<file path="src/hw/fir_config.svh">
//****************************************
// Filter sizes, word widths and the
// frame phase lengths
//****************************************
`ifndef FIR_CONFIG_SVH
`define FIR_CONFIG_SVH

`define FIR_TAPS      64   // Taps, also depth of both RAMs
`define FIR_SLEEP_LEN 106  // Idle cycles at the head of a frame

`define FIR_SAMPLE_W  16   // Signed sample word
`define FIR_COEF_W    17   // Signed Q1.15 coefficient
`define FIR_COEF_FRAC 15   // Fraction bits dropped when rounding
`define FIR_ACC_W     40   // Headroom for 64 full-scale products

// Sleep, then latch, the MAC cycles, drain and done
`define FIR_FRAME_LEN (`FIR_SLEEP_LEN + `FIR_TAPS + 3)

`endif
</file>
<file path="src/hw/fir_pkg.sv">
//****************************************
// Data word types and sequencer states
//****************************************
`include "fir_config.svh"

package fir_pkg;

	// Datapath words
	typedef logic signed [`FIR_SAMPLE_W-1:0] sample_t;
	typedef logic signed [`FIR_COEF_W-1:0]   coef_t;
	typedef logic signed [`FIR_ACC_W-1:0]    acc_t;

	// One address covers a tap index and a RAM row
	typedef logic [$clog2(`FIR_TAPS)-1:0] tap_addr_t;

	// Frame phases, in the order they run
	typedef enum logic [2:0] {
		st_sleep, // Idle, coefficient window in frame 0
		st_latch, // din written into the sample ring
		st_mac,   // One tap per cycle
		st_drain, // Last product lands
		st_done   // Result registered
	} seq_state_t;

endpackage

</file>
<file path="src/hw/tap_mem_if.sv">
//****************************************
// One RAM port, payload set by type
//****************************************

interface tap_mem_if #(
	parameter type word_t = fir_pkg::sample_t
);
	import fir_pkg::*;

	tap_addr_t addr;  // Row for read and write
	word_t     wdata;
	logic      we;    // Write at the clock edge
	word_t     rdata; // Row contents, one cycle after addr

	// Address generation drives the request
	modport ctrl (output addr, wdata, we);

	modport ram (input addr, wdata, we, output rdata);

	// Read data only
	modport reader (input rdata);

endinterface

</file>
<file path="src/hw/tap_ram.sv">
//****************************************
// Single-port synchronous RAM, FIR_TAPS
// rows of a typed payload
//****************************************
`include "fir_config.svh"

module tap_ram #(
	parameter type word_t = fir_pkg::sample_t
) (
	input logic    alu_clk,
	input logic    clk_fast,
	tap_mem_if.ram port
);

	word_t mem [`FIR_TAPS]; // One row per tap

	always_ff @(posedge alu_clk or negedge clk_fast) begin
		if (!clk_fast) begin
			// Zero history and zero coefficients after reset
			for (int i = 0; i < `FIR_TAPS; i++) begin
				mem[i] <= '0;
			end
			port.rdata <= '0;
		end else begin
			if (port.we)
				mem[port.addr] <= port.wdata;
			port.rdata <= mem[port.addr]; // Old row on a same-address write
		end
	end

endmodule

</file>
<file path="src/flat_wrapper.sv">
// flat-port wrapper written by rule: the top's interface ports become plain ports
module tap_ram_flat 
#(
	parameter type word_t = fir_pkg::sample_t
)
  (alu_clk, clk_fast, port_addr, port_wdata, port_we, port_rdata);
  tap_mem_if #(.word_t(word_t)) port_i ();
  input logic alu_clk;
  input logic clk_fast;
  input wire logic [$bits(port_i.addr)-1:0] port_addr;
  input wire logic [$bits(port_i.wdata)-1:0] port_wdata;
  input wire logic [$bits(port_i.we)-1:0] port_we;
  output wire logic [$bits(port_i.rdata)-1:0] port_rdata;
  assign port_i.addr = port_addr;
  assign port_i.wdata = port_wdata;
  assign port_i.we = port_we;
  assign port_rdata = port_i.rdata;
  tap_ram #(.word_t(word_t)) u_core (.alu_clk(alu_clk), .clk_fast(clk_fast), .port(port_i));
endmodule
</file>
<file path="config.mk">
export PLATFORM = sky130hd
export DESIGN_NAME = tap_ram_flat
export DESIGN_NICKNAME = d
export VERILOG_FILES = /design/src/hw/fir_pkg.sv /design/src/hw/tap_mem_if.sv /design/src/hw/tap_ram.sv /design/src/flat_wrapper.sv
export VERILOG_INCLUDE_DIRS = /design/src /design/src/hw
export SDC_FILE = /design/constraint.sdc
export NUM_CORES = 1
export LEC_CHECK = 0
export ABC_CLOCK_PERIOD_IN_PS = 4000
export BUFFER_PORTS_ARGS = -buffer_cell sky130_fd_sc_hd__clkbuf_2
export CAP_MARGIN = 10
export CELL_PAD_IN_SITES_DETAIL_PLACEMENT = 0
export CELL_PAD_IN_SITES_GLOBAL_PLACEMENT = 1
export CORE_UTILIZATION = 53
export CTS_CLUSTER_SIZE = 28
export DETAILED_ROUTE_END_ITERATION = 6
export PLACE_DENSITY_LB_ADDON = 0.12
export SETUP_SLACK_MARGIN = 0.1
export SYNTH_ARGS = -nofsm -noshare
export SYNTH_HDL_FRONTEND = slang
export SYNTH_SLANG_ARGS = --single-unit
</file>
<file path="constraint.sdc">
create_clock -name alu_clk -period 4 [get_ports alu_clk]
set_input_delay 0.2 -clock alu_clk [delete_from_list [all_inputs] [get_ports alu_clk]]
set_output_delay 0.2 -clock alu_clk [all_outputs]
set_load 0.02 [all_outputs]
</file>
# Word level (Yosys, flattened, before mapping)
# Index checks and enable logic that the tools add are counted.
[totals]
out_inout_bits = 16
reg_bits = 1040
word_cells = 75
input_bits = 25
[op_classes]
n_mux = 6
reduce_logical = 1
n_lt_le_gt_ge = 2
bitwise_logic = 1
[op_table]
columns = ["op", "n"]
rows = [
  ["1024-bit bitwise mux", 1],
  ["16-bit binary-select mux with 6-bit select", 1],
  ["16-bit demux with 6-bit select", 1],
  ["16-bit 2-to-1 mux", 3],
  ["7-bit >= comparator (second input constant)", 1],
  ["7-bit by 1-bit < comparator with 1-bit output (second input constant)", 1],
  ["6-bit NOT with 7-bit output", 1],
  ["1-bit logical AND", 1],
]

# Logic depth before layout (Yosys ltp)
[logic_depth]
word_depth = 6
depth_mapped = 10
depth_no_buf = 6

# Worst setup path before layout
# Ideal clock, no wire load.
[synth_timing]
path_type = "input -> register"
startpoint = "input port port_we"
endpoint = "register u_core.mem[10] (netlist bit)"
n_path_buf = 2
setup_ps = 125
path_slack_ps = 2120
t_arrival_ps = 1755
t_required_ps = 3875
stages = 5
cell_sequence = "clkbuf_1 -> nand2_1 -> nor2_1 -> buf_2 -> mux2_2"
[synth_rtl]
columns = ["element", "line_no", "text"]
rows = [
  ["start: declaration", "flat_wrapper.sv:12", "input wire logic [$bits(port_i.we)-1:0] port_we;"],
  ["end signal: indexed assignment", "tap_ram.sv:26", "mem[port.addr] <= port.wdata;"],
  ["end: declaration", "tap_ram.sv:15", "word_t mem [`FIR_TAPS];"],
]

# Worst setup path in the final report
[layout_timing]
startpoint = "input port port_addr[5]"
endpoint = "register u_core.port.rdata[11]"
[layout_between]
elab_chain_cells = 4
[layout_rtl]
columns = ["element", "line_no", "text"]
rows = [
  ["start: declaration", "flat_wrapper.sv:10", "input wire logic [$bits(port_i.addr)-1:0] port_addr;"],
  ["6-bit NOT with 7-bit output (not written as such)", "tap_ram.sv:27", "port.rdata <= mem[port.addr];"],
  ["16-bit binary-select mux with 6-bit select", "tap_ram.sv:27", ""],
  ["16-bit 2-to-1 mux (not written as such) (2 in a row)", "tap_ram.sv:27", ""],
  ["end signal: assignment", "tap_ram.sv:27", ""],
  ["end: declaration", "tap_mem_if.sv:18", "modport ram (input addr, wdata, we, output rdata);"],
]
# Every way passes these cells. The select of a mux whose other input is x is not followed.
# A chain may end at the register's enable or synchronous reset.

==> impl_results.md <==
- Critical R2R Capture: u_core.port.rdata[15]
- Worst Hold Path Cells: 2
- I/O pin cnt: 41
- Total gr overflow: 0
- Per-cell routed wire length: ~34 um
- Critical path required time: about 4600 ps
- Worst-margin pin slew: around 1300 ps
- Root Buffer: clkbuf_16
- Worst Path Class, Setup: in -> reg
- Tmin final: 3278 ps
- Core ar.: 87290 um^2
- Fin crit share: 0.8195
- CTS tree: done
- FF-to-FF path depth: 5
- Die Y: between 200 and 300 um
- Final WL: roughly 160 mm
- # fillers: ~7000
- Synthesized flop and latch total: around 1000
- Crit path cell chain: clkbuf_2, and2b_2, nand2_1, buf_4, o22ai_1, o21ai_0, nand4_1, or4_1
- Power share of the combinational group: 0.121
- Critical path endpoint category: flop
- Setup Skew: between 20 and 25 ps
- Mapped Cells: approximately 3500
- GP Congestion: 0.9164
- Initial antenna violation count: 4
- Post-synth EDFFs: 0
- Leakage power: about 24 nW
- Final antenna-violating net count: 0
- Failing checks: design-rule violations
- Initial DRC Count: 3320
- FFs w/ async S/R, synth: 1.000
- Share of layout cells above drive strength 1: 0.4231
- Switching part of the total power: 0.2513
- Max VDD drop: a little under 0.0004 V
- Max incr delay on CP: around 630 ps
- Worst hold path endpoint: u_core.mem[370]
- Synth warn: 0
- Drt drc: 3
- IO Port Bufs: 40
- Total CTS buffers: around 110
- Final Hold Viols: 0
- Vias in the first global route: roughly 33000
- Vias per cell: 6.884
- Final Max Slew Viols: 0
- Avg Inst Size Synth: 13.38 um^2
- Largest net degree at the start of global routing: approximately 120
- Post-CTS Hold Buffers: 1
- Switching power: slightly below 7 mW
- DP Wirelength: 99.53 mm
- Startpoint Class: input port
- First-pass GRT wire length: 234.0 mm
- Synth top area cells: dfrtp_1 (55%), mux2_2 (25%), a221oi_1 (3.4%)
- Sequential share of the synthesized area: 0.5533
- Die area: around 90000 um^2
- Post-CTS sizing: 0
- Int Power: 20.23 mW
- Clock power frac: 0.409
- CTS max path bufs: 3
- Tightest Hold Check Type: in -> reg
- Max-cap violations: 0
- Initial DRT Pass Iterations: 7
- Vias: between 30000 and 40000
- RSZ-0062 raised after global routing: no
- Cell Area, Synth: approximately 47000 um^2
- Most frequent cells in the layout: dfrtp_1 (1040), mux2_2 (1026), a22oi_1 (203)
- Die span in x: between 200 and 300 um
- Htree depth: 3
- Fmax: 305.1 MHz
- P per Cell Area: 512.9 nW/um^2
- Worst r2r src: u_core.mem[335]
- WP data arrival: approximately 3800 ps
- Hold path start: port_wdata[2]
- R2R setup slack: roughly 1400 ps
- Total power: 27.02 mW
- CP max FO: 15
- Slew headroom: 0.1148
- Post-CTS Setup Inserts: 0
- Share of the synthesized area in the top cell type: 0.5533
- Slowest CP cell: o21ai_0
- Setup TNS: 0 ps
- Post-synth cell types: 65
- # rows: ~110
- Worst skew pair latency: about 700 ps
- Gr usage total: 0.3567
- Final setup fails: 0
- Sequential share of power: 0.470
- CTS sink count: 1040
- Starting density of the core: 0.5388
- Reg clk slew, reported paths: approximately 60 ps
- Commonest non-fill, non-tap cell in the layout: dfrtp_1
- Ys flop type: dfrtp_1
- Syn Nets: 3541
- Area leader, netlist: dfrtp_1
- Outcome: finished with violations
- P&R area growth vs syn: 12.00%
- Nets@finish: between 3000 and 4000
==> worst max-delay path by stage <==
| stage | startpoint | end | depth (start not counted) |
|---|---|---|---|
| floorplan | port_we | u_core.mem[10] | 5 |
| finish | port_addr[5] | u_core.port.rdata[11] | 8 |
| global placement | port_addr[5] | u_core.port.rdata[11] | 8 |
| global route | port_addr[5] | u_core.port.rdata[11] | 8 |
| CTS | port_addr[5] | u_core.port.rdata[11] | 8 |
| detailed placement | port_addr[5] | u_core.port.rdata[11] | 8 |
==> critical path, delay by kind of cell <==
family / cells / cell delay, ps
buffers and inverters: 2 / 850
AND/OR/NAND/NOR: 4 / 2000
AO/OA/AOI/OAI: 2 / 760
==> state kept, by name (all words and copies together) (netlist names) <==
name	count
u_core.mem	1024
u_core.port.rdata	16
==> routing by layer <==
metal,vias up,global-route usage,wire (um)
li1,13109,-,-
met1,17485,0.4986,65990
met2,1573,0.5393,71730
met3,374,0.07110,13580
met4,2,0.1625,7762
met5,-,0,15
==> per-stage QoR <==
step	area [um^2]	worst slack [ps]	std cells	utilization	hold slack, ps
2_1_floorplan	47040	2120	3516	-	-95.59
3_3_place_gp	48710	253.0	4521	0.5580	387.0
3_5_place_dp	48710	187.7	4521	0.5580	388.9
4_1_cts	52650	900.7	4723	0.6031	192.5
5_1_grt	52680	893.0	4724	0.6034	214.5
6_report	52680	721.9	4727	0.6035	205.7
==> power by group through the flow <==
stage / combinational, mW / clock (mW) / sequential [mW]
final: 3.28 / 11.0 / 12.7
after floorplan: 2.13 / 0 / 12.6
after detailed placement: 3.25 / 0 / 12.8
after CTS: 3.26 / 11.1 / 12.7
after global placement: 3.13 / 0 / 12.7
after global routing: 3.49 / 11.6 / 12.8
==> cells by family after synthesis <==
family	after synthesis	synth area share
compound gates	684	0.1098
buf+inv	369	0.03713
flops	1040	0.5533
mux	1112	0.2664
simple gates	311	0.03341
==> layout make-up <==
class | instances | area (um^2) | share of cell area
Clock inverter | 37 | 658.1 | 0.01249
Multi-Input combinational cell | 2107 | 19350 | 0.3673
Inverter | 3 | 11.26 | 0.0002137
Timing Repair Buffer | 218 | 1916 | 0.03636
Sequential cell | 1040 | 26030 | 0.4940
Clock buffer | 164 | 3271 | 0.06208
Antenna cell | 3 | 7.507 | 0.0001425
Tap cell | 1155 | 1445 | 0.02743
==> cell usage after synthesis, types with 4 or more instances <==
master    number
nand4_1       12
a21oi_1       53
a211o_1        4
mux4_2         6
a222oi_1       7
or3_1          8
o221ai_1      20
buf_2        139
nand2_1       52
o21ai_1       12
buf_4         20
o211ai_1       8
a211oi_1      10
mux2i_1       55
buf_6         15
mux2_1        23
nor2_2        25
nor2b_1        6
a31oi_1        7
and2_1         5
o22ai_1       41
o21ai_0       70
and3b_1        4
a221oi_2       7
a22o_1        28
a221oi_1     182
or4_1          4
mux2_2      1026
nor2_1        99
clkbuf_1     161
nand3_1       18
nand2b_1       5
o22a_1         5
nor3_1        31
dfrtp_1     1040
a22oi_1      203
buf_1         31
nand2_2       25
(Power assumes the default switching activity.)
