File: src/hw/fir_config.svh
//****************************************
// Filter sizes, word widths and the
// frame phase lengths
//****************************************
`ifndef FIR_CONFIG_SVH
`define FIR_CONFIG_SVH

`define FIR_TAPS      64   // Taps, also depth of both RAMs
`define FIR_SLEEP_LEN 106  // Idle cycles at the head of a frame

`define FIR_SAMPLE_W  16   // Signed sample word
`define FIR_COEF_W    17   // Signed Q1.15 coefficient
`define FIR_COEF_FRAC 15   // Fraction bits dropped when rounding
`define FIR_ACC_W     40   // Headroom for 64 full-scale products

// Sleep, then latch, the MAC cycles, drain and done
`define FIR_FRAME_LEN (`FIR_SLEEP_LEN + `FIR_TAPS + 3)

`endif
File: src/hw/fir_pkg.sv
//****************************************
// Data word types and sequencer states
//****************************************
`include "fir_config.svh"

package fir_pkg;

	// Datapath words
	typedef logic signed [`FIR_SAMPLE_W-1:0] sample_t;
	typedef logic signed [`FIR_COEF_W-1:0]   coef_t;
	typedef logic signed [`FIR_ACC_W-1:0]    acc_t;

	// One address covers a tap index and a RAM row
	typedef logic [$clog2(`FIR_TAPS)-1:0] tap_addr_t;

	// Frame phases, in the order they run
	typedef enum logic [2:0] {
		st_sleep, // Idle, coefficient window in frame 0
		st_latch, // din written into the sample ring
		st_mac,   // One tap per cycle
		st_drain, // Last product lands
		st_done   // Result registered
	} seq_state_t;

endpackage

File: src/hw/frame_ctrl_if.sv
//****************************************
// Frame phase signals from the sequencer
//****************************************

interface frame_ctrl_if;
	import fir_pkg::*;

	logic      load_window;   // First sleep only
	logic      sample_latch;  // Pulse, latch phase
	logic      mac_active;    // Level, 64 cycles
	tap_addr_t tap_idx;       // 0..63 while mac_active
	logic      result_strobe; // Pulse, done phase

	modport seq (
		output load_window, sample_latch, mac_active, tap_idx, result_strobe
	);

	// Address unit side
	modport addr (input load_window, sample_latch, tap_idx);

	// Arithmetic side
	modport mac (input sample_latch, mac_active, result_strobe);

endinterface

File: src/hw/frame_sequencer.sv
//****************************************
// Frame FSM, shared phase counter and
// the first-frame coefficient window
//****************************************
`include "fir_config.svh"

module frame_sequencer (
	input logic       alu_clk,
	input logic       clk_fast,
	frame_ctrl_if.seq ctrl
);
	import fir_pkg::*;

	// Counter must hold the longest phase
	localparam int cnt_w = $clog2((`FIR_SLEEP_LEN > `FIR_TAPS) ? `FIR_SLEEP_LEN : `FIR_TAPS);

	seq_state_t       state_r;
	logic [cnt_w-1:0] phase_cnt_r;   // Cycles spent in the current phase
	logic             first_frame_r; // Cleared when the first sleep ends

	always_ff @(posedge alu_clk or negedge clk_fast) begin
		if (!clk_fast) begin
			state_r       <= st_sleep; // Frame 0 opens in sleep
			phase_cnt_r   <= '0;
			first_frame_r <= 1'b1;
		end else begin
			case (state_r)
			st_sleep: begin
				if (phase_cnt_r == cnt_w'(`FIR_SLEEP_LEN - 1)) begin
					state_r       <= st_latch;
					phase_cnt_r   <= '0;
					first_frame_r <= 1'b0; // Window closes for good
				end else begin
					phase_cnt_r <= phase_cnt_r + 1'b1;
				end
			end
			st_latch: begin
				state_r     <= st_mac;
				phase_cnt_r <= '0; // Tap 0 next
			end
			st_mac: begin
				if (phase_cnt_r == cnt_w'(`FIR_TAPS - 1)) begin
					state_r     <= st_drain;
					phase_cnt_r <= '0;
				end else begin
					phase_cnt_r <= phase_cnt_r + 1'b1;
				end
			end
			st_drain: state_r <= st_done;  // Last product accumulates here
			st_done:  state_r <= st_sleep; // Next frame
			default: begin
				state_r     <= st_sleep;
				phase_cnt_r <= '0;
			end
			endcase
		end
	end

	// Phase decode
	assign ctrl.load_window   = first_frame_r && (state_r == st_sleep);
	assign ctrl.sample_latch  = (state_r == st_latch);
	assign ctrl.mac_active    = (state_r == st_mac);
	assign ctrl.tap_idx       = tap_addr_t'(phase_cnt_r); // Valid only in mac
	assign ctrl.result_strobe = (state_r == st_done);

	// Done never stretches past one cycle
	a_strobe_single: assert property (@(posedge alu_clk) disable iff (!clk_fast)
		ctrl.result_strobe |=> !ctrl.result_strobe);

	// MAC phase ends before the counter passes the last tap
	a_tap_in_range: assert property (@(posedge alu_clk) disable iff (!clk_fast)
		ctrl.mac_active |-> (phase_cnt_r < cnt_w'(`FIR_TAPS)));

endmodule

File: src/flat_wrapper.sv
// flat-port wrapper written by rule: the top's interface ports become plain ports
module frame_sequencer_flat import fir_pkg::*;
  (alu_clk, clk_fast, ctrl_load_window, ctrl_sample_latch, ctrl_mac_active, ctrl_tap_idx, ctrl_result_strobe);
  frame_ctrl_if ctrl_i ();
  input logic alu_clk;
  input logic clk_fast;
  output wire logic [$bits(ctrl_i.load_window)-1:0] ctrl_load_window;
  output wire logic [$bits(ctrl_i.sample_latch)-1:0] ctrl_sample_latch;
  output wire logic [$bits(ctrl_i.mac_active)-1:0] ctrl_mac_active;
  output wire logic [$bits(ctrl_i.tap_idx)-1:0] ctrl_tap_idx;
  output wire logic [$bits(ctrl_i.result_strobe)-1:0] ctrl_result_strobe;
  assign ctrl_load_window = ctrl_i.load_window;
  assign ctrl_sample_latch = ctrl_i.sample_latch;
  assign ctrl_mac_active = ctrl_i.mac_active;
  assign ctrl_tap_idx = ctrl_i.tap_idx;
  assign ctrl_result_strobe = ctrl_i.result_strobe;
  frame_sequencer u_core (.alu_clk(alu_clk), .clk_fast(clk_fast), .ctrl(ctrl_i));
endmodule
File: config.mk
export PLATFORM = sky130hd
export DESIGN_NAME = frame_sequencer_flat
export DESIGN_NICKNAME = d
export VERILOG_FILES = /design/src/hw/fir_pkg.sv /design/src/hw/frame_ctrl_if.sv /design/src/hw/frame_sequencer.sv /design/src/flat_wrapper.sv
export VERILOG_INCLUDE_DIRS = /design/src /design/src/hw
export SDC_FILE = /design/constraint.sdc
export NUM_CORES = 1
export LEC_CHECK = 0
export BUFFER_PORTS_ARGS = -buffer_cell sky130_fd_sc_hd__buf_4
export CAP_MARGIN = 10
export CORE_ASPECT_RATIO = 1.1
export CORE_MARGIN = 5
export CORE_UTILIZATION = 47
export CTS_BUF_LIST = sky130_fd_sc_hd__clkbuf_2
export CTS_CLUSTER_DIAMETER = 80
export DETAILED_ROUTE_END_ITERATION = 16
export GPL_TIMING_DRIVEN = 0
export PLACE_DENSITY = 0.73
export SLEW_MARGIN = 10
export SYNTH_ARGS = -nofsm -noshare
export SYNTH_HDL_FRONTEND = slang
export SYNTH_SLANG_ARGS = --single-unit
File: constraint.sdc
create_clock -name alu_clk -period 1.43 [get_ports alu_clk]
set_input_delay 0.286 -clock alu_clk [delete_from_list [all_inputs] [get_ports alu_clk]]
set_output_delay 0.286 -clock alu_clk [all_outputs]
set_load 0.02 [all_outputs]
---- Word level (Yosys, flattened, before mapping) ----
Index checks and enable logic that the tools add are counted.
operators by class
  reductions and logical operators ........ 5
  add/subtract/negate cells ............... 1
  multiplexer cells ....................... 6
  equal/unequal tests ..................... 8
operator list
  cell                                                                    number
  7-bit one-hot mux with 3 select lines                                   1
  7-bit two-way mux                                                       2
  3-bit one-hot mux with 4 select lines                                   1
  7-bit by 1-bit adder with 7-bit output (second input constant)          1
  7-bit by 6-bit equality test with 1-bit output (second input constant)  1
  7-bit equality test (second input constant)                             1
  3-bit by 2-bit equality test with 1-bit output (second input constant)  2
  3-bit two-way mux                                                       2
  2-bit by 1-bit != test with 1-bit output (second input constant)        2
  2-bit AND reduction                                                     2
  3-bit by 1-bit equality test with 1-bit output (second input constant)  1
  3-bit equality test (second input constant)                             1
  3-bit zero test                                                         1
  2-bit OR reduction                                                      1
  1-bit logical AND                                                       1
storage, ports and cells
  logic and storage cells ................. 23
  output and inout port bits .............. 10
  register bits after elaboration ......... 11

---- Logic depth before layout (Yosys ltp) ----
  word-level depth ........................ 3
  mapped depth ............................ 6
  gate-level depth less buffers ........... 6

---- Worst setup path before layout ----
OpenSTA, ideal clock, no wires.
  kind .................................... reg2reg
  from .................................... reg u_core.phase_cnt_r[0]
  to ...................................... reg u_core.phase_cnt_r[2]
  library setup time ...................... 127 ps
  clock period less this slack ............ 1541 ps
  data required time ...................... 1303 ps
  arrival ................................. 1413 ps
  slack ................................... -111 ps
  cell stages (with the launch flop) ...... 6
  path through ............................ dfrtp_1 > ha_1 > nand3_2 > or4_4 > nand4_1 > o211ai_2
between the ends
  cells in the longest elaborated chain, start to end .. 3
ends and longest elaborated chain
  item                                                            RTL line                                      source
  from (decl)                                                     frame_sequencer.sv:18                         logic [cnt_w-1:0] phase_cnt_r;
  from (signal assigned)                                          frame_sequencer.sv:34                         phase_cnt_r <= phase_cnt_r + 1'b1;
  from (signal assigned)                                          frame_sequencer.sv:46                         phase_cnt_r <= phase_cnt_r + 1'b1;
  7-bit by 1-bit adder with 7-bit output (tied with other cells)  frame_sequencer.sv:34, frame_sequencer.sv:46
  7-bit two-way mux, on equally long branches                     frame_sequencer.sv:42, frame_sequencer.sv:29
  7-bit one-hot mux with 3 select lines (*)                       frame_sequencer.sv:27                         case (state_r)
Every way passes the cells marked *; elsewhere a longest branch is shown, timed or not.
A chain may end at the register's enable or synchronous reset.

---- Worst setup path in the final report ----
  from .................................... reg u_core.state_r[1]
  to ...................................... out ctrl_load_window
between the ends
  cells in the longest elaborated chain, start to end .. 2
ends and longest elaborated chain
  item                    RTL line               source
  from (decl)             frame_sequencer.sv:17  seq_state_t state_r;
  from (signal assigned)  frame_sequencer.sv:23  state_r <= st_sleep;
  from (signal assigned)  frame_sequencer.sv:30  state_r <= st_latch;
  from (signal assigned)  frame_sequencer.sv:38  state_r <= st_mac;
  3-bit zero test         frame_sequencer.sv:60  assign ctrl.load_window = first_frame_r && (state_r == st_sleep);
  1-bit logical AND       frame_sequencer.sv:60
  to (decl)               flat_wrapper.sv:7      output wire logic [$bits(ctrl_i.load_window)-1:0] ctrl_load_window;
Every way passes these cells.

==> summary.txt <==
Outcome - finished, violations left
Violated checks - setup timing
Number of register bits inferred by synthesis - 11
Detailed-placement wirelength estimate - 1070 um
Async S/R FF share, synth - 1.00
Core Region - 1540 sq um
Yosys cell types - 37
Number of warnings reported in the yosys synthesis log - 0
Area enclosed by the die boundary - 2490 sq um
Total overflow reported by the global router - 0
Count leader, synth - sky130_fd_sc_hd__dfrtp_1
Setup repair after global routing missed its margin - yes
Area share of the largest cell type after synthesis - 0.335
Max_slew headroom - 0.777
Primary flip-flop cell chosen by synthesis mapping - sky130_fd_sc_hd__dfrtp_1
Starting density of the core - 0.485
Die Span X - 48.0 um
Remaining design rule violation count - 0
Critical-path cell list - buf_6 > nor3_4 > and2_4 > buf_6
Net count of the finished layout - 110
Critical Path End Type - primary output
Fraction of layout cells with a size suffix above 1 - 0.610
Master of the slowest instance on the critical path - sky130_fd_sc_hd__dfrtp_1
Antenna diodes - 0
Slew at the pin closest to its max-slew limit - 0.333 ns
Worst-skew pair later-pin latency - 0.27 ns
Largest net degree at the start of global routing - 12
Drt initial violations - 11
FILL cells - 90
Min cycle time layout - 1.57 ns
Depth of the most critical reg-to-reg path - 5
Via count of the first global-routing pass - 655
EDFF count, synth - 0
DR WL/cell - 15.5 um
Final Worst Setup Slack - -0.143 ns
Hold violation total from the final report - 0
Reg2Reg Capture Point - u_core.phase_cnt_r[2]$_DFFE_PN0N_
Detail Route Antenna Nets - 0
First-pass GRT wire length - 2970 um
Final worst clock skew - 0.00123 ns
Most prevalent standard cell on the critical path - sky130_fd_sc_hd__buf_6
Power per Cell Area - 443 nW/um^2
Setup TNS Final - -0.608 ns
Worst endpoint data arrival time - 1.29 ns
Top achievable clock speed - 636 MHz
Total length of routed wires - 1890 um
Post-synthesis to final-layout area growth - 53.9%
Slack of the worst reg-to-reg path - -0.08 ns
Crit Path Class - reg -> out
Number of top-level design ports - 12
Vias/cell - 5.53
Number of placement rows - 15
All-Layer GR Usage - 0.170
Number of antenna violations at the first check in global routing - 0
CTS tree - yes
Placed cells - 105
Startpoint Class - flop
Leakage Power - 0.000501 uW
Port Buffer Count - 11
Root buffer cell - sky130_fd_sc_hd__clkbuf_2
Die Y-Extent - 51.8 um
CP required - 1.14 ns
Ranking of synthesized cells by instance count - sky130_fd_sc_hd__dfrtp_1 (10), sky130_fd_sc_hd__nor2_1 (8), sky130_fd_sc_hd__buf_4 (7), sky130_fd_sc_hd__nor3_1 (5), sky130_fd_sc_hd__nand2_1 (4)
H-Tree Level Count - 1
CTS Buf Count - 3
Number of endpoints failing setup at the final stage - 7
Worst flop-to-flop path startpoint - u_core.state_r[1]$_DFFE_PN0P_
Largest buffer count on any clock path - 2
Class of the most critical hold timing path - in -> async
Max rail drop VDD - 0.425 mV
Final Instance Count excl. Fillers - 122
Final Power - 509 uW
Summed instance area of the synthesized netlist - 747 sq um
Vias - 675
Max Slew Vio Count - 0
Sequential fraction of the synthesis area - 0.370
Last weighted congestion value of the routability-driven placer - 0.786
Iteration count of the initial detailed-routing pass - 4
Max cap viols - 0
Dominant cells by area after synthesis - sky130_fd_sc_hd__dfrtp_1 (34%), sky130_fd_sc_hd__buf_4 (7.0%), sky130_fd_sc_hd__nor2_1 (4.0%)
Mapped Avg Cell Area - 9.70 sq um
Area leader, netlist - sky130_fd_sc_hd__dfrtp_1
Delay of the slowest cell on the worst path - 0.39 ns
Post-synthesis net count - 81
Highest fanout seen on the critical path - 8
Synthesized netlist cell count - 77
Clock tree sinks - 11
Tcrit/Tclk final - 1.10
Clock-pin slew of the registers on the worst-case setup and hold paths - 0.12 ns
## worst max path at each step
stage                                            from                           endpoint  slack, ns  cells after the start
finish                  u_core.state_r[1]$_DFFE_PN0P_                   ctrl_load_window      -0.14                      4
global route            u_core.state_r[1]$_DFFE_PN0P_                    ctrl_mac_active      -0.22                      4
CTS                     u_core.state_r[1]$_DFFE_PN0P_                   ctrl_load_window      -0.15                      4
detailed placement  u_core.phase_cnt_r[0]$_DFFE_PN0N_  u_core.phase_cnt_r[2]$_DFFE_PN0N_      -0.15                      5
global placement    u_core.phase_cnt_r[0]$_DFFE_PN0N_  u_core.phase_cnt_r[2]$_DFFE_PN0N_      -0.14                      5
floorplan           u_core.phase_cnt_r[0]$_DFFE_PN0N_  u_core.phase_cnt_r[2]$_DFFE_PN0N_      -0.04                      5
## state kept, by name, indices dropped and copies added (netlist names)
register	count
u_core.state_r	3
u_core.first_frame_r	1
u_core.phase_cnt_r	7
## placed cells by master, fill, tap and decap left out, drive strengths merged, types with 2 or more instances in the layout
| cell type | instances |
|---|---|
| buf | 33 |
| nor2 | 8 |
| nand3 | 3 |
| xnor2 | 3 |
| ha | 2 |
| a21oi | 3 |
| inv | 3 |
| nand2 | 4 |
| nand4 | 2 |
| nor3 | 5 |
| clkbuf | 4 |
| o311ai | 2 |
| a21boi | 2 |
| dfrtp | 10 |
## metrics by stage
step	utilization	setup WS [ns]	hold WS, ns	instance area (sq um)
after detailed placement	0.554	-0.149	0.131	853
after global placement	0.554	-0.144	0.128	853
after global routing	0.747	-0.221	0.366	1150
final	0.747	-0.143	0.377	1150
after floorplan	-	-0.0362	-0.00959	749
after CTS	0.671	-0.148	0.371	1030
## timing repair
action                                  4_1_cts  5_1_grt
pin swaps                                     6        6
setup buffers                                 7        5
hold buffers                                  1        0
endpoints found under the hold margin        10        0
gates cloned                                  0        0
gates resized for setup                      18       19
endpoints found under the setup margin       11       12
## final cells by class
class / count / area, sq um / area share
Sequential cell: 11 / 284 / 0.247
Inverter: 3 / 11.3 / 0.00979
Multi-Input combinational cell: 53 / 514 / 0.447
Timing Repair Buffer: 24 / 209 / 0.182
Clock buffer: 4 / 20.0 / 0.0174
Tap cell: 17 / 21.3 / 0.0185
Buffer: 10 / 90.1 / 0.0783
## report_power, final
group,switching (uW),internal (uW)
logic,6.37,3.66
clock network,114,74.2
registers,0,311
total,120,389
## routing by layer
layer | vias to the layer above | wire length [um] | GRT usage
met5 | - | 0 | 0
met2 | 14 | 975 | 0.269
met3 | 7 | 69 | 0.0415
li1 | 328 | - | -
met4 | 0 | 38 | 0.0673
met1 | 326 | 808 | 0.216
## critical path: cells and delay by family (launching register included)
kind	cells	cell delay, ns
buffers and inverters	2	0.24
DFF	1	0.39
and+or+nand+nor	2	0.38
## kinds of logic (layout without fill, tap and decap cells)
logic type      Yosys count  after routing  synth area share
compound gates           13             13             0.131
xor+xnor                  3              3            0.0352
fa+ha+maj                 2              2            0.0335
buf+inv                  13             41             0.122
flops                    11             11             0.370
mux                       1              1            0.0134
simple gates             34             34             0.295
Power figures use the tool's default switching activity.
