`src/hw/fir_config.svh`:
```
//****************************************
// Filter sizes, word widths and the
// frame phase lengths
//****************************************
`ifndef FIR_CONFIG_SVH
`define FIR_CONFIG_SVH

`define FIR_TAPS      64   // Taps, also depth of both RAMs
`define FIR_SLEEP_LEN 106  // Idle cycles at the head of a frame

`define FIR_SAMPLE_W  16   // Signed sample word
`define FIR_COEF_W    17   // Signed Q1.15 coefficient
`define FIR_COEF_FRAC 15   // Fraction bits dropped when rounding
`define FIR_ACC_W     40   // Headroom for 64 full-scale products

// Sleep, then latch, the MAC cycles, drain and done
`define FIR_FRAME_LEN (`FIR_SLEEP_LEN + `FIR_TAPS + 3)

`endif
```
`src/hw/fir_pkg.sv`:
```
//****************************************
// Data word types and sequencer states
//****************************************
`include "fir_config.svh"

package fir_pkg;

	// Datapath words
	typedef logic signed [`FIR_SAMPLE_W-1:0] sample_t;
	typedef logic signed [`FIR_COEF_W-1:0]   coef_t;
	typedef logic signed [`FIR_ACC_W-1:0]    acc_t;

	// One address covers a tap index and a RAM row
	typedef logic [$clog2(`FIR_TAPS)-1:0] tap_addr_t;

	// Frame phases, in the order they run
	typedef enum logic [2:0] {
		st_sleep, // Idle, coefficient window in frame 0
		st_latch, // din written into the sample ring
		st_mac,   // One tap per cycle
		st_drain, // Last product lands
		st_done   // Result registered
	} seq_state_t;

endpackage

```
`src/hw/tap_mem_if.sv`:
```
//****************************************
// One RAM port, payload set by type
//****************************************

interface tap_mem_if #(
	parameter type word_t = fir_pkg::sample_t
);
	import fir_pkg::*;

	tap_addr_t addr;  // Row for read and write
	word_t     wdata;
	logic      we;    // Write at the clock edge
	word_t     rdata; // Row contents, one cycle after addr

	// Address generation drives the request
	modport ctrl (output addr, wdata, we);

	modport ram (input addr, wdata, we, output rdata);

	// Read data only
	modport reader (input rdata);

endinterface

```
`src/hw/frame_ctrl_if.sv`:
```
//****************************************
// Frame phase signals from the sequencer
//****************************************

interface frame_ctrl_if;
	import fir_pkg::*;

	logic      load_window;   // First sleep only
	logic      sample_latch;  // Pulse, latch phase
	logic      mac_active;    // Level, 64 cycles
	tap_addr_t tap_idx;       // 0..63 while mac_active
	logic      result_strobe; // Pulse, done phase

	modport seq (
		output load_window, sample_latch, mac_active, tap_idx, result_strobe
	);

	// Address unit side
	modport addr (input load_window, sample_latch, tap_idx);

	// Arithmetic side
	modport mac (input sample_latch, mac_active, result_strobe);

endinterface

```
`src/hw/mac_unit.sv`:
```
//****************************************
// Multiply-accumulate, rounding with
// saturation, and the result registers
//****************************************
`include "fir_config.svh"

module mac_unit (
	input logic               alu_clk,
	input logic               clk_fast,
	frame_ctrl_if.mac         ctrl,
	tap_mem_if.reader         smem,
	tap_mem_if.reader         cmem,
	output fir_pkg::sample_t  dout,
	output fir_pkg::acc_t     dout_wide,
	output logic              valid
);
	import fir_pkg::*;

	// Signed 16-bit output range
	localparam acc_t sat_max = acc_t'((1 << (`FIR_SAMPLE_W - 1)) - 1);
	localparam acc_t sat_min = -sat_max - acc_t'(1);

	logic                                        mac_dly_r; // mac_active aligned to rdata
	logic signed [`FIR_SAMPLE_W+`FIR_COEF_W-1:0] prod;
	acc_t                                        acc_r;
	acc_t                                        acc_shift;
	sample_t                                     dout_sat;

	assign prod = smem.rdata * cmem.rdata; // Full 33-bit signed product

	// Drop the Q1.15 fraction, floor toward minus infinity
	assign acc_shift = acc_r >>> `FIR_COEF_FRAC;

	always_comb begin
		if (acc_shift > sat_max)
			dout_sat = sat_max[`FIR_SAMPLE_W-1:0];
		else if (acc_shift < sat_min)
			dout_sat = sat_min[`FIR_SAMPLE_W-1:0];
		else
			dout_sat = acc_shift[`FIR_SAMPLE_W-1:0];
	end

	always_ff @(posedge alu_clk or negedge clk_fast) begin
		if (!clk_fast) begin
			mac_dly_r <= 1'b0;
			acc_r     <= '0;
			dout      <= '0; // Zero until the first result
			dout_wide <= '0;
			valid     <= 1'b0;
		end else begin
			mac_dly_r <= ctrl.mac_active; // RAM read latency
			if (ctrl.sample_latch)
				acc_r <= '0; // New frame
			else if (mac_dly_r)
				acc_r <= acc_r + acc_t'(prod); // Last tap lands in drain
			if (ctrl.result_strobe) begin
				dout      <= dout_sat;
				dout_wide <= acc_r; // Raw sum, no rounding
			end
			valid <= ctrl.result_strobe;
		end
	end

	// One result per frame, never back to back
	a_valid_pulse: assert property (@(posedge alu_clk) disable iff (!clk_fast)
		valid |=> !valid);

endmodule

```
`src/flat_wrapper.sv`:
```
// flat-port wrapper written by rule: the top's interface ports become plain ports
module mac_unit_flat import fir_pkg::*;
  (alu_clk, clk_fast, dout, dout_wide, valid, ctrl_sample_latch, ctrl_mac_active, ctrl_result_strobe, smem_rdata, cmem_rdata);
  frame_ctrl_if ctrl_i ();
  tap_mem_if smem_i ();
  tap_mem_if cmem_i ();
  input logic alu_clk;
  input logic clk_fast;
  output fir_pkg::sample_t dout;
  output fir_pkg::acc_t dout_wide;
  output logic valid;
  input wire logic [$bits(ctrl_i.sample_latch)-1:0] ctrl_sample_latch;
  input wire logic [$bits(ctrl_i.mac_active)-1:0] ctrl_mac_active;
  input wire logic [$bits(ctrl_i.result_strobe)-1:0] ctrl_result_strobe;
  input wire logic [$bits(smem_i.rdata)-1:0] smem_rdata;
  input wire logic [$bits(cmem_i.rdata)-1:0] cmem_rdata;
  assign ctrl_i.sample_latch = ctrl_sample_latch;
  assign ctrl_i.mac_active = ctrl_mac_active;
  assign ctrl_i.result_strobe = ctrl_result_strobe;
  assign smem_i.rdata = smem_rdata;
  assign cmem_i.rdata = cmem_rdata;
  mac_unit u_core (.alu_clk(alu_clk), .clk_fast(clk_fast), .ctrl(ctrl_i), .smem(smem_i), .cmem(cmem_i), .dout(dout), .dout_wide(dout_wide), .valid(valid));
endmodule
```
`config.mk`:
```
export PLATFORM = sky130hd
export DESIGN_NAME = mac_unit_flat
export DESIGN_NICKNAME = d
export VERILOG_FILES = /design/src/hw/fir_pkg.sv /design/src/hw/tap_mem_if.sv /design/src/hw/frame_ctrl_if.sv /design/src/hw/mac_unit.sv /design/src/flat_wrapper.sv
export VERILOG_INCLUDE_DIRS = /design/src /design/src/hw
export SDC_FILE = /design/constraint.sdc
export NUM_CORES = 1
export LEC_CHECK = 0
export BUFFER_PORTS_ARGS = -buffer_cell sky130_fd_sc_hd__buf_4
export CORE_UTILIZATION = 50
export DETAILED_ROUTE_END_ITERATION = 8
export PLACE_DENSITY_LB_ADDON = 0.05
export SLEW_MARGIN = 20
export SYNTH_ARGS = -nofsm -noshare
export SYNTH_HDL_FRONTEND = slang
export SYNTH_SLANG_ARGS = --single-unit
export TNS_END_PERCENT = 100
```
`constraint.sdc`:
```
create_clock -name alu_clk -period 5 [get_ports alu_clk]
set_input_delay 1 -clock alu_clk [delete_from_list [all_inputs] [get_ports alu_clk]]
set_output_delay 1 -clock alu_clk [all_outputs]
set_load 0.01 [all_outputs]
```
# After elaboration in Yosys (flattened, before gate mapping)
# Cells that the tools add are included.
[totals] regBits=98 latch_bits=0 ram_bits=0 rom_bits=0 inputBits=37 out_inout_bits=57 word_cells=14 mem_count=0
[classes] addsub=1 n_mul=1 div_mod_pow=0 magnitude_cmp=2 eq_ne=0 shifts=0 mux=4 n_bitwise=0 reduce_logical=1
[op_table] operator="2-to-1 mux 40 bit" n=2
[op_table] operator="adder 40 x 32 -> 40 bit" n=1
[op_table] operator="multiplier 16 x 16 -> 32 bit" n=1
[op_table] operator="2-to-1 mux 16 bit" n=2
[op_table] operator="greater-than comparator 25 x 16 -> 1 bit (second input constant)" n=1
[op_table] operator="< comparator 25 x 16 -> 1 bit (second input constant)" n=1
[op_table] operator="nonzero test 2 bit" n=1

# Logic depth before layout (Yosys ltp)
# Gate-level depths: netlist (run 1).
[logic_depth] depth_word=4 mapped_depth=24 mapped_depth_nobuf=24

# Worst setup path after synthesis (run 1)
# Ideal clock, no wire load.
[synth_timing] kind="input port to flip-flop" startpoint="in smem_rdata[15]" endpoint="reg u_core.acc_r[37]" setup_time_ps=137 arrival_time_ps=6834 required_ps=4863 setup_slack_ps=-1971 path_stages=23 n_path_buf=1 path_cell_list="clkbuf_1 nand2_1 inv_1 fa_1 fa_1 inv_1 fa_1 fa_1 inv_1 fa_1 inv_1 fa_1 inv_1 ha_1 a21o_1 a21o_1 a221oi_1 a21oi_1 a21oi_1 a31oi_4 o21a_1 o211ai_1 o311ai_1"
[synth_via] elab_chain_len=4
[synth_rtl] element="from (decl)" line_no="flat_wrapper.sv:15" source="input wire logic [$bits(smem_i.rdata)-1:0] smem_rdata;"
[synth_rtl] element="multiplier 16 x 16 -> 32 bit" line_no="mac_unit.sv:29" source="assign prod = smem.rdata * cmem.rdata;"
[synth_rtl] element="adder 40 x 32 -> 40 bit" line_no="mac_unit.sv:55" source="acc_r <= acc_r + acc_t'(prod);"
[synth_rtl] element="2-to-1 mux 40 bit" line_no="mac_unit.sv:54" source="else if (mac_dly_r)"
[synth_rtl] element="2-to-1 mux 40 bit" line_no="mac_unit.sv:52" source="if (ctrl.sample_latch)"
[synth_rtl] element="to (signal assigned)" line_no="mac_unit.sv:55"
[synth_rtl] element="to (decl)" line_no="mac_unit.sv:25" source="acc_t acc_r;"
# No other way between the ends. The select of a mux whose other input is x is not followed.
# A chain may end at the register's enable or synchronous reset.

# Worst setup path after layout (run 1)
[layout_timing] startpoint="in smem_rdata[9]" endpoint="reg u_core.acc_r[39]"
# Same word-level chain as after synthesis.

==> results of run 1 <==
[worst min path at each step]
stage                                             to  depth (start not counted)
floorplan               u_core.acc_r[18]$_DFFE_PN0P_                          2
global placement          u_core.dout[2]$_DFFE_PN0P_                          2
detailed placement        u_core.dout[7]$_DFFE_PN0P_                          2
CTS                       u_core.dout[7]$_DFFE_PN0P_                          2
global route        u_core.dout_wide[22]$_DFFE_PN0P_                          1
finish                    u_core.dout[7]$_DFFE_PN0P_                          2
[kinds of logic (layout without fill, tap and decap cells)]
kind of cell	count (synthesis)	after routing	synth area share, %
muxes	58	58	3.843
DFF	98	98	15.01
buffers and inverters	474	776	10.99
adders and majority gates	445	445	49.23
AOI/OAI and AO/OA	161	161	6.317
and+or+nand+nor	439	439	12.79
xor gates and xnor gates	34	34	1.822
[registers in the layout (all words and copies together) (netlist names)]
name and cells:
u_core.dout_wide 40, u_core.mac_dly_r 1, u_core.dout 16, u_core.acc_r 40
u_core.valid 1
[area by class of cell]
type / instances / area, sq um / area share [%]
inverter: 414 / 1563 / 7.396
clock inverter: 6 / 52.55 / 0.2487
timing repair buffer: 346 / 3065 / 14.51
multi-input combinational: 1137 / 13220 / 62.57
sequential: 98 / 2454 / 11.61
clock buffer: 10 / 229.0 / 1.084
tap: 435 / 544.3 / 2.576
[Yosys cell counts (all sizes together) (2+ instances only)]
cell type	number
clkbuf	45
or2	3
ha	115
a31oi	6
a2111oi	2
o22ai	7
a221oi	2
o21ai	47
and3	2
a211oi	6
xnor2	16
o21a	5
o221ai	2
mux2i	20
nand2	204
inv	414
mux2	38
a21o	19
nand3b	5
a21oi	41
dfrtp	98
nand4	7
a21boi	2
fa	330
o211ai	5
nand3	7
nand2b	14
xor2	18
and2	115
or3	6
buf	15
o31ai	3
o21bai	5
nor2	58
nor2b	2
nor3	12
[worst max-delay path: cells and delay by family]
| kind | cells | cell delay (ps) |
|---|---|---|
| buffers and inverters | 5 | 520 |
| AND/OR/NAND/NOR | 3 | 310 |
| adder cells (fa/ha/maj) | 7 | 3280 |
| AO/OA/AOI/OAI | 7 | 1410 |
[metrics by stage]
| step | setup TNS, ps | worst slack, ps | hold WS, ps |
|---|---|---|---|
| final | -31320 | -1308 | 505.9 |
| after global routing | -36930 | -1480 | 516.8 |
| after CTS | -30950 | -1320 | 507.9 |
| after detailed placement | -44600 | -1842 | 490.3 |
| after global placement | -43780 | -1721 | 486.6 |
| after floorplan | -25580 | -1290 | 493.5 |
[per-layer routing]
| metal | track usage (%) | routed length [um] | vias up |
|---|---|---|---|
| met5 | 0 | 0 | - |
| met4 | 4.633 | 702 | 0 |
| met3 | 2.562 | 953 | 35 |
| met2 | 47.36 | 21670 | 171 |
| met1 | 34.51 | 17470 | 6345 |
| li1 | - | - | 5727 |
[timing repair]
item / 4_1_cts / 5_1_grt
pin swaps: 120 / 65
resized for setup: 175 / 84
buffers inserted: 34 / 20
endpoints found under the setup margin: 31 / 32
==> qor.csv, run 1 <==
metric;value;unit
hold_buffers;0;
routed_wl;40790;um
clockBufferDepth;2;
cp_cell_sequence;buf_4 > buf_4 > nand2_1 > fa_1 > inv_1 > fa_1 > fa_2 > fa_2 > fa_1 > inv_1 > fa_1 > inv_1 > ha_4 > nand2_2 > o21bai_2 > a2111o_1 > nor2_2 > o21ai_2 > a31oi_4 > o21ai_2 > a2111oi_4 > a211oi_2;
synth-seq-area-share;15.01;%
dp_cells;2387;
ys_async_sr_fraction;100.0;%
r2r_start;u_core.acc_r[15]$_DFFE_PN0P_;
max_stage_delay;580;ps
dpl-instance-area;19530;sq um
crit_path_start_kind;primary input;
num_antenna_cells;0;
cp_max_fo;9;
crit_type;primary input to flop;
layout_setup_ws;-1308;ps
setup_viol;31;
first_iter_violations;529;
numCtsBuffers;9;
synth_top_area_share;40.43;%
r2r_slack;-20;ps
antenna_found_initial;1;
synth_cell_types;62;
reg2reg_depth;20;
fin_cells;2446;
grt.total_usage;26.18;%
die_width;182.8;um
synth_warnings;0;
hp-start;u_core.dout[7]$_DFFE_PN0P_;
cts.clk_slew.worst_paths;70;ps
die_h;182.8;um
fill_cells;2661;
grt_overflow_total;0;
postLayoutCoreUtil;66.28;%
finalCriticalPeriod;6308;ps
dr.pass1.iters;4;
dp_hpwl;34490;um
cts_sinks;98;
vias;12278;
failed_checks;negative setup slack;
final_cell_mix;inv_1 (380), fa_1 (300), buf_4 (268);
cp_slowest_cell;fa_2;
io_buffers;93;
dieArea;33410;sq um
grt_setup_unrepaired;true;
drive_gt1_share;31.38;%
cts-root-buf;clkbuf_16;
period_share;126.2;%
tightest_slew;1071;ps
drv_slew;0;
skew;6.671;ps
finalNetCount;2488;
outcome;finished, violations left;
final_antenna_net_count;0;
grt_max_degree;75;
area_growth;29.29;%
ioPinCount;94;
cp-endpoint;u_core.acc_r[39]$_DFFE_PN0P_;
design_area;21130;sq um
synth_area;16340;sq um
coreArea;31880;sq um
crit_top_cell;fa_1;
worstPathRequired;5220;ps
viasPerCell;5.020;
synth.avg_cell_area;9.562;sq um
synth-edff-count;0;
route.detailed.drc;0;
synth.net_count;2191;
gp_congestion;0.8739;
grt_pass1_wl;68710;um
rows;65;
wl_per_cell;16.68;um
layout_commonest_cell;inv_1;
clk_latency;350;ps
startpoint;smem_rdata[9];
reg2reg_to;u_core.acc_r[37]$_DFFE_PN0P_;
maxSlewHeadroom;28.60;%
htreeDepth;3;
synth_seq_cells;98;
grt_pass1_vias;13408;
synthTopCellsByArea;fa_1 (40%), dfrtp_1 (15%), inv_1 (9.5%);
crit_arrival;6530;ps
hold_class;flop to flop;
hold_viol;0;
postSynthCellCount;1709;
fmax;0.1585;GHz
cp-end-kind;flop;
cts_tree;yes;
initial_core_util;51.26;%
synth_flop_cell;dfrtp_1;
synth_top_area_cell;fa_1;
cap_violations;0;
Power of run 1 is left out: the tool's default activity adds up to more than one toggle a clock period on the data nets, which glitch-free logic cannot reach.
==> inputs of run 2 (changes only) <==
--- a/config.mk
+++ b/config.mk
@@ -7,6 +7,7 @@
 export NUM_CORES = 1
 export LEC_CHECK = 0
 export BUFFER_PORTS_ARGS = -buffer_cell sky130_fd_sc_hd__buf_4
+export CAP_MARGIN = 20
 export CORE_UTILIZATION = 50
 export DETAILED_ROUTE_END_ITERATION = 8
 export PLACE_DENSITY_LB_ADDON = 0.05
==> constraint.sdc (replaced) <==
create_clock -name alu_clk -period 5.16 [get_ports alu_clk]
set_input_delay 1.032 -clock alu_clk [delete_from_list [all_inputs] [get_ports alu_clk]]
set_output_delay 1.032 -clock alu_clk [all_outputs]
set_load 0.01 [all_outputs]
==> qor.csv, run 2 (synthesis results as in run 1) <==
metric;value;unit
numCtsBuffers;9;
viasPerCell;5.006;
crit_path_start_kind;primary input;
setup_viol;31;
cp_slowest_cell;fa_1;
routed_wl;40260;um
cts.clk_slew.worst_paths;70;ps
clockBufferDepth;2;
reg2reg_to;u_core.acc_r[37]$_DFFE_PN0P_;
reg2reg_depth;21;
grt_pass1_wl;67190;um
initial_core_util;51.26;%
layout_setup_ws;-1139;ps
io_buffers;93;
r2r_slack;160;ps
antenna_found_initial;0;
r2r_start;u_core.acc_r[3]$_DFFE_PN0P_;
fin_cells;2428;
hp-start;u_core.dout_wide[23]$_DFFE_PN0P_;
die_width;182.8;um
drv_slew;0;
route.detailed.drc;0;
min_to;u_core.dout_wide[23]$_DFFE_PN0P_;
skew;4.464;ps
dpl-instance-area;19360;sq um
coreArea;31880;sq um
postLayoutCoreUtil;65.78;%
finalNetCount;2470;
crit_arrival;6510;ps
gp_congestion;0.8410;
finalCriticalPeriod;6299;ps
dp_hpwl;34290;um
fmax;0.1588;GHz
drive_gt1_share;29.55;%
holdPathStages;1;
final_antenna_net_count;0;
htreeDepth;3;
clk_latency;340;ps
grt_max_degree;75;
top_regs;u_core.acc_r (40), u_core.dout_wide (40), u_core.dout (16);
crit_top_cell;fa_1;
cap_violations;0;
hold_buffers;0;
critical_path.top_delay_family;adder cells;
dp_cells;2374;
grt_pass1_vias;13183;
dr.pass1.iters;5;
layout_commonest_cell;inv_1;
area_growth;28.32;%
hold_class;flop to flop;
wl_per_cell;16.58;um
grt_overflow_total;0;
cts-root-buf;clkbuf_16;
whs;508.2;ps
period_share;122.1;%
dieArea;33410;sq um
grt.total_usage;25.63;%
cp_max_fo;9;
cts_tree;yes;
final_cell_mix;inv_1 (384), fa_1 (313), buf_4 (257);
cp_cell_sequence;buf_4 > buf_4 > and2_1 > fa_1 > fa_1 > fa_1 > fa_2 > fa_1 > inv_1 > fa_1 > inv_1 > ha_4 > nand2_2 > o21bai_1 > a2111o_1 > nor2_2 > o21ai_2 > a31oi_4 > o21ai_2 > a2111oi_2 > a211oi_1;
cts_sinks;98;
outcome;finished, violations left;
grt_setup_unrepaired;true;
crit_type;primary input to flop;
vias;12154;
maxSlewHeadroom;29.60;%
worstPathRequired;5370;ps
failed_checks;negative setup slack;
design_area;20970;sq um
die_h;182.8;um
hold_viol;0;
max_stage_delay;560;ps
cp-end-kind;flop;
rows;65;
tightest_slew;1056;ps
num_antenna_cells;0;
first_iter_violations;536;
ioPinCount;94;
worst-path-buf-inv;4;
run 2: cell types whose count changed in the layout (fill, tap and decap cells not counted), moves of 4 or more:
cell	previous run	this run
nor2_2	8	4
and2_4	21	16
and2_1	93	98
fa_2	30	17
buf_4	268	257
buf_6	52	47
inv_1	380	384
fa_1	300	313
run 2: worst max path at each step:
stage | cells after the start | to | from | slack, ps
after global routing | 25 | u_core.acc_r[38]$_DFFE_PN0P_ | cmem_rdata[14] | -1300
final | 21 | u_core.acc_r[39]$_DFFE_PN0P_ | smem_rdata[7] | -1140
after CTS | 24 | u_core.acc_r[39]$_DFFE_PN0P_ | cmem_rdata[5] | -1150
after detailed placement | 21 | u_core.acc_r[39]$_DFFE_PN0P_ | cmem_rdata[3] | -1650
after global placement | 22 | u_core.acc_r[39]$_DFFE_PN0P_ | cmem_rdata[3] | -1580
after floorplan | 24 | u_core.acc_r[39]$_DFFE_PN0P_ | cmem_rdata[2] | -1160
run 2: what timing repair did:
item | CTS | global route
setup buffers | 23 | 15
cloned | 1 | 1
pin swaps | 90 | 55
setup endpoints to repair | 31 | 31
resized for setup | 151 | 85
run 2: worst register-to-register path: stages, from the launching register on:
cell	delay, ps
dfrtp_1	430
ha_1	300
inv_1	50
fa_1	500
inv_1	40
ha_1	280
ha_1	270
inv_1	50
fa_1	530
inv_1	40
ha_1	210
fa_1	380
a21o_1	240
a32oi_4	290
buf_6	160
a21boi_4	60
o22a_4	260
o21ai_2	180
a31oi_4	120
o21a_1	200
o211ai_1	150
o311ai_1	130
run 2: stage by stage:
stage,setup slack [ps],setup TNS (ps)
finish,-1139,-26480
global route,-1301,-31690
CTS,-1151,-25480
detailed placement,-1652,-40070
global placement,-1576,-39470
floorplan,-1162,-21860
run 2: final cells by class:
cell class,count,area [sq um]
repair buffers,328,2904
fillers,2701,10910
flip-flops and latches,98,2454
well taps,435,544.3
clock inverters,6,72.57
multi-input cells,1137,13200
inverters,414,1560
clock buffers,10,239.0
run 2: per-layer routing:
metal	up-vias	GRT usage, %	part of all wire (%)
met4	0	4.233	1.5
met1	6261	34.45	43
met3	26	2.581	2.9
li1	5695	-	-
met5	-	0	0
met2	172	45.71	53
Power of run 2 is left out for the same reason.
